`config.mk`:
```
export PLATFORM = sky130hd
export DESIGN_NAME = uart_top
export DESIGN_NICKNAME = d
export VERILOG_FILES = /design/src/source/uart_pkg.sv /design/src/source/uart_regs.sv /design/src/source/uart_rx.sv /design/src/source/uart_top.sv /design/src/source/uart_tx.sv
export SDC_FILE = /design/constraint.sdc
export NUM_CORES = 1
export LEC_CHECK = 0
export ABC_CLOCK_PERIOD_IN_PS = 6500
export BUFFER_PORTS_ARGS = -buffer_cell sky130_fd_sc_hd__buf_2
export CAP_MARGIN = 20
export CORE_ASPECT_RATIO = 1.4
export CORE_MARGIN = 2
export CORE_UTILIZATION = 65
export DETAILED_ROUTE_END_ITERATION = 10
export GPL_ROUTABILITY_DRIVEN = 0
export MAX_ROUTING_LAYER = met4
export PLACE_DENSITY = 0.9
export REMOVE_ABC_BUFFERS = 1
export SYNTH_ARGS = -nofsm -noshare
export SYNTH_HDL_FRONTEND = slang
export SYNTH_SLANG_ARGS = --single-unit
```
`constraint.sdc`:
```
create_clock -name clk -period 6.5 [get_ports clk]
set_input_delay 1.3 -clock clk [delete_from_list [all_inputs] [get_ports clk]]
set_output_delay 1.3 -clock clk [all_outputs]
set_load 0.05 [all_outputs]
```
`src/source/uart_pkg.sv`:
```
package uart_pkg;

    // clocks-per-bit divisor and character widths
    localparam int div_width  = 16;
    localparam int data_width = 8;

    // shorter bit periods leave no room for the half-period start check
    localparam logic [div_width-1:0] div_min = 16'd4;

    typedef enum logic [1:0] {
        addr_div_lo = 2'd0,  // divisor low byte
        addr_div_hi = 2'd1,  // divisor high byte
        addr_data   = 2'd2,  // tx on write, rx byte on read
        addr_status = 2'd3   // flags on read, loopback on write
    } reg_addr_t;

    // status byte layout
    localparam int bit_rx_valid      = 0;
    localparam int bit_tx_busy       = 1;
    localparam int bit_framing_error = 2;
    localparam int bit_overrun       = 3;
    localparam int bit_loopback      = 4;

    typedef enum logic [1:0] {rx_idle, rx_start, rx_data, rx_stop} rx_state_t;

    typedef enum logic [1:0] {tx_idle, tx_start, tx_data, tx_stop} tx_state_t;

endpackage

```
`src/source/uart_regs.sv`:
```
`timescale 1ns/1ps

module uart_regs #(
    parameter logic [uart_pkg::div_width-1:0] default_div = 16'd434
) (
    input  logic                            clk,
    input  logic                            rst_n,
    input  logic                            reg_wr,
    input  logic                            reg_rd,
    input  uart_pkg::reg_addr_t             reg_addr,
    input  logic [uart_pkg::data_width-1:0] reg_wdata,
    input  logic                            tx_busy,
    input  logic                            rx_done,
    input  logic [uart_pkg::data_width-1:0] rx_byte,
    input  logic                            rx_frame_err,
    output logic [uart_pkg::data_width-1:0] reg_rdata,
    output logic [uart_pkg::div_width-1:0]  div,
    output logic                            tx_start,
    output logic [uart_pkg::data_width-1:0] tx_data,
    output logic                            loopback
);
    import uart_pkg::*;

    logic [div_width-1:0]  div_reg;
    logic [data_width-1:0] rx_data;
    logic                  rx_valid;
    logic                  framing_error;
    logic                  overrun;
    logic [data_width-1:0] status;
    logic [data_width-1:0] rd_mux;
    logic                  data_rd;
    logic                  status_rd;

    assign data_rd   = reg_rd && (reg_addr == addr_data);
    assign status_rd = reg_rd && (reg_addr == addr_status);

    // a data write launches a frame only while the transmitter is idle
    assign tx_start = reg_wr && (reg_addr == addr_data) && !tx_busy;
    assign tx_data  = reg_wdata;

    // clamp to the shortest usable bit period
    assign div = (div_reg < div_min) ? div_min : div_reg;

    always_comb begin
        status                    = '0;
        status[bit_rx_valid]      = rx_valid;
        status[bit_tx_busy]       = tx_busy;
        status[bit_framing_error] = framing_error;
        status[bit_overrun]       = overrun;
        status[bit_loopback]      = loopback;
    end

    always_comb begin
        case (reg_addr)
            addr_div_lo: rd_mux = div_reg[data_width-1:0];
            addr_div_hi: rd_mux = div_reg[div_width-1:data_width];
            addr_data:   rd_mux = rx_data;
            addr_status: rd_mux = status;
            default:     rd_mux = '0;
        endcase
    end

    always_ff @(posedge clk or negedge rst_n) begin
        if (!rst_n) begin
            div_reg       <= default_div;
            rx_valid      <= 1'b0;
            framing_error <= 1'b0;
            overrun       <= 1'b0;
            loopback      <= 1'b0;
        end else begin
            if (reg_wr) begin
                case (reg_addr)
                    addr_div_lo: div_reg[data_width-1:0] <= reg_wdata;
                    addr_div_hi: div_reg[div_width-1:data_width] <= reg_wdata;
                    addr_status: loopback <= reg_wdata[bit_loopback];
                    default: ;
                endcase
            end
            // reads clear, fresh events below take priority
            if (data_rd) begin
                rx_valid <= 1'b0;
            end
            if (status_rd) begin
                framing_error <= 1'b0;
                overrun       <= 1'b0;
            end
            if (rx_done) begin
                rx_valid <= 1'b1;
                // unread byte about to be replaced
                if (rx_valid && !data_rd) begin
                    overrun <= 1'b1;
                end
            end
            if (rx_frame_err) begin
                framing_error <= 1'b1;
            end
        end
    end

    // receive holding register and read data
    always_ff @(posedge clk) begin
        if (rx_done) begin
            rx_data <= rx_byte;
        end
        if (reg_rd) begin
            reg_rdata <= rd_mux;
        end
    end

endmodule

```
`src/source/uart_rx.sv`:
```
`timescale 1ns/1ps

module uart_rx (
    input  logic                            clk,
    input  logic                            rst_n,
    input  logic [uart_pkg::div_width-1:0]  div,
    input  logic                            rx,
    input  logic                            loop_in,
    input  logic                            loopback,
    output logic                            rx_done,
    output logic [uart_pkg::data_width-1:0] rx_byte,
    output logic                            rx_frame_err
);
    import uart_pkg::*;

    rx_state_t                     state;
    logic [div_width-1:0]          cnt;
    logic [$clog2(data_width)-1:0] bit_idx;
    logic [data_width-1:0]         shreg;
    logic                          line_sel;
    logic                          sync_a;
    logic                          line_s;
    logic                          line_prev;
    logic                          fall;
    logic                          wait_done;
    logic                          sample;

    // loopback listens to our own transmitter
    assign line_sel = loopback ? loop_in : rx;

    // two-flop synchronizer plus previous sample for edge detect
    always_ff @(posedge clk or negedge rst_n) begin
        if (!rst_n) begin
            sync_a    <= 1'b1;
            line_s    <= 1'b1;
            line_prev <= 1'b1;
        end else begin
            sync_a    <= line_sel;
            line_s    <= sync_a;
            line_prev <= line_s;
        end
    end

    assign fall      = line_prev && !line_s;
    assign wait_done = (cnt == '0);
    assign sample    = (state == rx_data) && wait_done;

    always_ff @(posedge clk or negedge rst_n) begin
        if (!rst_n) begin
            state        <= rx_idle;
            cnt          <= '0;
            bit_idx      <= '0;
            rx_done      <= 1'b0;
            rx_frame_err <= 1'b0;
        end else begin
            rx_done      <= 1'b0;
            rx_frame_err <= 1'b0;
            case (state)
                rx_idle: begin
                    if (fall) begin
                        state <= rx_start;
                        // land in the middle of the start bit
                        cnt   <= (div >> 1) - 1'b1;
                    end
                end
                rx_start: begin
                    if (!wait_done) begin
                        cnt <= cnt - 1'b1;
                    end else if (!line_s) begin
                        state   <= rx_data;
                        cnt     <= div - 1'b1;
                        bit_idx <= '0;
                    end else begin
                        // glitch, not a start bit
                        state <= rx_idle;
                    end
                end
                rx_data: begin
                    if (!wait_done) begin
                        cnt <= cnt - 1'b1;
                    end else begin
                        cnt     <= div - 1'b1;
                        bit_idx <= bit_idx + 1'b1;
                        if (bit_idx == ($clog2(data_width))'(data_width - 1)) begin
                            state <= rx_stop;
                        end
                    end
                end
                rx_stop: begin
                    if (!wait_done) begin
                        cnt <= cnt - 1'b1;
                    end else begin
                        rx_done      <= line_s;
                        rx_frame_err <= !line_s;
                        state        <= rx_idle;
                    end
                end
                default: state <= rx_idle;
            endcase
        end
    end

    // lsb arrives first
    always_ff @(posedge clk) begin
        if (sample) begin
            shreg <= {line_s, shreg[data_width-1:1]};
        end
    end

    assign rx_byte = shreg;

endmodule

```
`src/source/uart_top.sv`:
```
`timescale 1ns/1ps

module uart_top #(
    parameter logic [uart_pkg::div_width-1:0] default_div = 16'd434
) (
    input  logic                            clk,
    input  logic                            rst_n,
    input  logic                            reg_wr,
    input  logic                            reg_rd,
    input  uart_pkg::reg_addr_t             reg_addr,
    input  logic [uart_pkg::data_width-1:0] reg_wdata,
    output logic [uart_pkg::data_width-1:0] reg_rdata,
    input  logic                            rx,
    output logic                            tx
);

    logic [uart_pkg::div_width-1:0]  div;
    logic                            tx_start;
    logic [uart_pkg::data_width-1:0] tx_data;
    logic                            tx_busy;
    logic                            loopback;
    logic                            rx_done;
    logic [uart_pkg::data_width-1:0] rx_byte;
    logic                            rx_frame_err;

    uart_regs #(
        .default_div (default_div)
    ) uart_regs_inst (
        .clk          (clk),
        .rst_n        (rst_n),
        .reg_wr       (reg_wr),
        .reg_rd       (reg_rd),
        .reg_addr     (reg_addr),
        .reg_wdata    (reg_wdata),
        .tx_busy      (tx_busy),
        .rx_done      (rx_done),
        .rx_byte      (rx_byte),
        .rx_frame_err (rx_frame_err),
        .reg_rdata    (reg_rdata),
        .div          (div),
        .tx_start     (tx_start),
        .tx_data      (tx_data),
        .loopback     (loopback)
    );

    uart_tx uart_tx_inst (
        .clk      (clk),
        .rst_n    (rst_n),
        .div      (div),
        .tx_start (tx_start),
        .tx_data  (tx_data),
        .tx       (tx),
        .tx_busy  (tx_busy)
    );

    // receiver taps the tx pin for loopback
    uart_rx uart_rx_inst (
        .clk          (clk),
        .rst_n        (rst_n),
        .div          (div),
        .rx           (rx),
        .loop_in      (tx),
        .loopback     (loopback),
        .rx_done      (rx_done),
        .rx_byte      (rx_byte),
        .rx_frame_err (rx_frame_err)
    );

endmodule

```
`src/source/uart_tx.sv`:
```
`timescale 1ns/1ps

module uart_tx (
    input  logic                            clk,
    input  logic                            rst_n,
    input  logic [uart_pkg::div_width-1:0]  div,
    input  logic                            tx_start,
    input  logic [uart_pkg::data_width-1:0] tx_data,
    output logic                            tx,
    output logic                            tx_busy
);
    import uart_pkg::*;

    // tx_start and tx_data name ports here, so those states are scoped
    tx_state_t                     state;
    logic [div_width-1:0]          cnt;
    logic [$clog2(data_width)-1:0] bit_idx;
    logic [data_width-1:0]         shreg;
    logic                          bit_end;
    logic                          shift;

    assign bit_end = (cnt == '0);
    assign shift   = bit_end && (state == uart_pkg::tx_start || state == uart_pkg::tx_data);
    assign tx_busy = (state != tx_idle);

    always_ff @(posedge clk or negedge rst_n) begin
        if (!rst_n) begin
            state   <= tx_idle;
            cnt     <= '0;
            bit_idx <= '0;
            tx      <= 1'b1;
        end else begin
            case (state)
                tx_idle: begin
                    if (tx_start) begin
                        state <= uart_pkg::tx_start;
                        cnt   <= div - 1'b1;
                        tx    <= 1'b0;
                    end
                end
                uart_pkg::tx_start: begin
                    if (bit_end) begin
                        state   <= uart_pkg::tx_data;
                        cnt     <= div - 1'b1;
                        bit_idx <= '0;
                        tx      <= shreg[0];
                    end else begin
                        cnt <= cnt - 1'b1;
                    end
                end
                uart_pkg::tx_data: begin
                    if (!bit_end) begin
                        cnt <= cnt - 1'b1;
                    end else if (bit_idx == ($clog2(data_width))'(data_width - 1)) begin
                        state <= tx_stop;
                        cnt   <= div - 1'b1;
                        tx    <= 1'b1;
                    end else begin
                        cnt     <= div - 1'b1;
                        bit_idx <= bit_idx + 1'b1;
                        tx      <= shreg[0];
                    end
                end
                tx_stop: begin
                    if (bit_end) begin
                        state <= tx_idle;
                    end else begin
                        cnt <= cnt - 1'b1;
                    end
                end
                default: state <= tx_idle;
            endcase
        end
    end

    // next data bit always sits in bit 0
    always_ff @(posedge clk) begin
        if (state == tx_idle && tx_start) begin
            shreg <= tx_data;
        end else if (shift) begin
            shreg <= shreg >> 1;
        end
    end

endmodule
```
### Word level (Yosys, flattened, before mapping)

Cells that the tools add are included.

* add/sub/neg operators: 6
* order comparisons: 1
* equality and inequality tests: 26
* multiplexer cells: 52
* reduce and logical (&&, ||, !) cells: 36

Operator list (count)
* $mux 16: 9
* $pmux 16 s4: 1
* $pmux 16 s3: 1
* $sub 16x1->16 const B: 3
* $logic_not 16->1: 2
* $pmux 8 s4: 1
* $mux 2: 11
* $mux 3: 6
* $lt 16x3->1 const B: 1
* $mux 1: 16
* $mux 8: 2
* $ne 2x1->1 const B: 8
* $pmux 2 s4: 2
* $sub 15x1->16 const B: 1
* $eq 2x2->1 const B: 6
* $ne 2x2->1 const B: 6
* $pmux 3 s2: 2
* $reduce_and 4->1: 3
* $reduce_bool 2->1: 6
* $reduce_and 5->1: 2
* $logic_and 1x1->1: 9
* $reduce_and 2->1: 4
* $add 3x1->3 const B: 2
* $eq 2x1->1 const B: 3
* 9 further kinds: 14

* register bits: 100

### Logic depth before layout (Yosys ltp)

* depth in word-level cells: 6
* depth in mapped cells: 13
* gate-level depth less buffers: 11

### Cells and area by module

From an unflattened synthesis, not the netlist that was laid out.

* cell total of the unflattened synthesis: 639
* area total of the unflattened synthesis: 6449.9 µm²

Modules (own cells, without submodules)
* uart_rx: instances 1, cells an instance 299, area each 2670.1 µm²
* uart_tx: instances 1, cells an instance 228, area each 2120.8 µm²
* uart_regs: instances 1, cells an instance 112, area each 1659.1 µm²

### Worst setup path after synthesis

OpenSTA, ideal clock, no wires.

* kind: reg2reg
* from: reg uart_regs_inst.div_reg[7]
* to: reg uart_tx_inst.cnt[13]
* setup time: 0.066 ns
* data arrival time: 2.971 ns
* required time: 6.434 ns
* setup slack: 3.463 ns
* cell stages (with the launch flop): 12
* path buffers: 2
* period minus slack after synthesis: 3.037 ns
* path through: dfstp_2 > clkbuf_1 > nor4_1 > and4b_1 > buf_1 > a21oi_1 > ha_1 > nor2b_1 > nand4_1 > or3_1 > a211oi_1 > a221o_1

* longest elaborated chain between the ends: 5
* elaborated cells between the ends (all ways): 6

RTL lines
* start: declaration: line uart_regs.sv:24 `logic [div_width-1:0] div_reg;`
* start signal: assignment: line uart_regs.sv:65 `div_reg <= default_div;`
* start signal: indexed assignment: line uart_regs.sv:73 `addr_div_lo: div_reg[data_width-1:0] <= reg_wdata;`
* start signal: indexed assignment: line uart_regs.sv:74 `addr_div_hi: div_reg[div_width-1:data_width] <= reg_wdata;`
* $lt 16x3->1: line uart_regs.sv:42 `assign div = (div_reg < div_min) ? div_min : div_reg;`
* $mux 16 *: line uart_regs.sv:42
* $sub 16x1->16 *
* $mux 16 (on tied branches): line uart_tx.sv:52, uart_tx.sv:35
* $pmux 16 s3 *: line uart_tx.sv:33 `case (state)`
* end signal: assignment: line uart_tx.sv:37 `cnt <= div - 1'b1;`
* end signal: assignment: line uart_tx.sv:44 `cnt <= div - 1'b1;`
* end signal: assignment: line uart_tx.sv:56 `cnt <= div - 1'b1;`
* end: declaration: line uart_tx.sv:16 `logic [div_width-1:0] cnt;`

Every way passes the cells marked *; elsewhere a longest branch is shown, timed or not. The select of a mux whose other input is x is not followed.
A chain may end at the register's enable or synchronous reset.

### Final worst setup path

* from: reg uart_regs_inst.div_reg[13]
* to: reg uart_tx_inst.cnt[6]

* longest elaborated chain between the ends: 5
* elaborated cells between the ends (all ways): 6

RTL lines (line)
* $lt 16x3->1 *: uart_regs.sv:42
* $mux 16 *: uart_regs.sv:42
* $sub 16x1->16 *
* $mux 16 (on tied branches): uart_tx.sv:52, uart_tx.sv:35
* $pmux 16 s3 *: uart_tx.sv:33

Marks and branches as above.

==> impl_metrics.py <==
metrics = {
    "die": {
        "rows": 41,
        "ios": 24,
        "die_h_um": 116,
        "core-area_mm2": 0.00887,
        "die_area_mm2": 0.00982,
        "start_util": 0.661,
        "chipWidth_um": 84.3,
    },
    "yosys": {
        "yosysTopAreaCell": "dfrtp_1",
        "ys_top_cells_by_area": "dfrtp_1 25%, edfxtp_1 16%, mux2_2 4.8%",
        "async_flop_share": 0.680,
        "ys_types": 69,
        "synthCells": 581,
        "synth_edf_count": 32,
        "synth_top_flop_cell": "dfrtp_1",
        "yosys-top-cells-count": "59 x dfrtp_1, 52 x nand2_1, 35 x o21ai_0",
        "synth_seq_cells": 100,
        "yosysMostFrequentCell": "dfrtp_1",
        "ys_seq_area_frac": 0.455,
        "postSynthAreaPerCell_um2": 10.1,
        "syn-cell-area_mm2": 0.00587,
        "synth_top_cell_area_share": 0.251,
        "synth_warnings": 0,
    },
    "clock_network": {
        "ctsLongestPathBuffers": 2,
        "clkSlewWorstSetupHoldPaths_ps": 80,
        "root_buffer": "clkbuf_16",
        "tritoncts": "yes",
        "ctsHoldBuffers": 0,
        "post_cts_buffers": 0,
        "ctsHtreeMaxLevel": 3,
        "cts_buffers": 9,
        "clock_sinks": 100,
        "cts_resized": 0,
        "insertion_delay_ps": 360,
    },
    "setup_path": {
        "critPathKind": "register to register",
        "cp-end-kind": "register",
        "cp-start-kind": "register",
        "arrival_ps": 3880,
        "r2r_end": "uart_tx_inst.cnt[6]$_DFFE_PN0P_",
        "cp_max_fo": 13,
        "r2r_slack_ps": 2870,
        "worstRegToRegCells": 10,
        "required_ps": 6750,
        "r2r-start": "uart_regs_inst.div_reg[13]$_DFFE_PN0P_",
    },
    "route": {
        "final_antenna_net_count": 0,
        "viasPerCell": 7.49,
        "vias": 5271,
        "finalWirelength_um": 17000,
        "dr.pass1.iters": 8,
        "wl_per_cell_um": 24.1,
        "drt_iter0_drc": 739,
        "drc": 0,
    },
    "placed_design": {
        "port_buffers": 23,
        "dp_cells": 686,
        "post_dp_cell_area_mm2": 0.00603,
        "hpwl_um": 11200,
    },
    "finish": {
        "syn2layout_area_growth_pct": 8.23,
        "fin_nets": 625,
        "n_antenna_cell": 0,
        "drive_gt1_frac": 0.166,
        "utilization": 0.716,
        "fin_area_mm2": 0.00635,
        "fin_cells": 704,
    },
    "timing": {
        "hold_viol": 0,
        "fmax_mhz": 275,
        "maxSlewViolCount": 0,
        "fin_crit_ps": 3630,
        "relSlewSlack": 0.410,
        "tns_ps": 0,
        "fin_worst_skew_ps": 7.56,
        "tightest_slew_ps": 885,
        "grt_setup_unrepaired": "false",
        "fin_crit_sh": 0.558,
        "setup_violations": 0,
    },
    "grt": {
        "track_usage": 0.370,
        "grt_max_degree": 69,
        "grt_pass1_vias": 5128,
        "grt_overflow_total": 0,
        "grt_first_pass_wirelength_um": 26900,
        "antenna_found_initial": 0,
    },
    "hold_path": {
        "worstHoldPathCells": 0,
        "hold_path.class": "register to register",
        "hp-start": "uart_rx_inst.sync_a$_DFF_PN1_",
        "hold-path-endpoint": "uart_rx_inst.line_s$_DFF_PN1_",
    },
    "power": {
        "power.density_mw_per_mm2": 455,
        "leakage_uw": 0.00256,
        "peakVddDrop_v": 0.000302,
    },
    "status": {
        "status": "finished, final reports clean",
    },
    "job": {
        "max-cap-violations": 0,
    },
}
[power breakdown]
part / total, uW / switching, uW / internal [uW]
combinational: 1340 / 825 / 517
clock: 552 / 274 / 278
sequential: 997 / 194 / 803
[layer usage]
layer	share of wire	up-vias	GRT usage	wire (um)
met3	0.10	143	0.0777	1740
met2	0.48	437	0.584	8120
met1	0.35	2479	0.427	5860
met4	0.073	0	0.254	1240
li1	-	2212	-	-
met5	0	-	-	0
[through the flow]
stage          hold WS, ps  worst slack, ps  power [uW]
2_1_floorplan          345             3480        1890
3_3_place_gp           346             2850        2180
3_5_place_dp           348             2700        2250
4_1_cts                359             2990        2820
5_1_grt                361             2690        3030
6_report               362             2870        2890
[worst max-delay path: stages, from the launching register on]
cell	delay (ps)
dfrtp_1	540
nor4_1	380
and4b_1	530
a21oi_1	270
inv_1	130
ha_1	260
nor3b_1	480
a21boi_0	170
a31oi_1	330
o32ai_1	150
a22o_1	260
[layout by cell type (no fill, tap or decap), types with 12 or more instances in the layout]
cell | synthesis | final
nor3_1 | 30 | 30
ha_1 | 18 | 18
a21oi_1 | 22 | 22
nand2_1 | 52 | 52
buf_2 | 6 | 23
edfxtp_1 | 32 | 32
mux2_2 | 25 | 25
dfrtp_1 | 59 | 59
nor4_1 | 13 | 13
inv_1 | 19 | 19
nand3_1 | 24 | 24
or3_1 | 12 | 12
xnor2_1 | 17 | 17
nor2_1 | 34 | 34
o21ai_0 | 35 | 35
[how the worst max path moves through the flow]
stage               cells past startpoint                              startpoint                               end  slack [ps]
floorplan                               9   uart_regs_inst.div_reg[6]$_DFFE_PN0P_  uart_tx_inst.cnt[13]$_DFFE_PN0P_        3480
global placement                        6                             reg_addr[1]  uart_tx_inst.cnt[14]$_DFFE_PN0P_        2850
detailed placement                      6                             reg_addr[1]  uart_tx_inst.cnt[12]$_DFFE_PN0P_        2700
CTS                                     6                             reg_addr[1]   uart_tx_inst.cnt[5]$_DFFE_PN0P_        2990
global route                           11  uart_regs_inst.div_reg[10]$_DFFE_PN0P_   uart_rx_inst.cnt[6]$_DFFE_PN0P_        2690
finish                                 10  uart_regs_inst.div_reg[13]$_DFFE_PN0P_   uart_tx_inst.cnt[6]$_DFFE_PN0P_        2870
[cell families (layout without fill, tap and decap cells)]
logic type	Yosys count	after routing	synth area share
adder cells (fa/ha/maj)	18	18	0.0384
AND/OR/NAND/NOR	203	203	0.177
flip-flops	100	100	0.455
buffers and inverters	49	65	0.0339
AO/OA/AOI/OAI	148	148	0.178
XOR/XNOR	26	26	0.0388
multiplexers	37	37	0.0791
[layout make-up]
cell class,instances,area (um2)
clock buffer,9,225
clock inverter,7,83.8
fill,563,2520
inverter,19,71.3
multi-input combinational,432,3000
sequential,100,2670
tap,107,134
timing repair buffer,30,168
No activity file was read; power rests on OpenSTA's default activity.
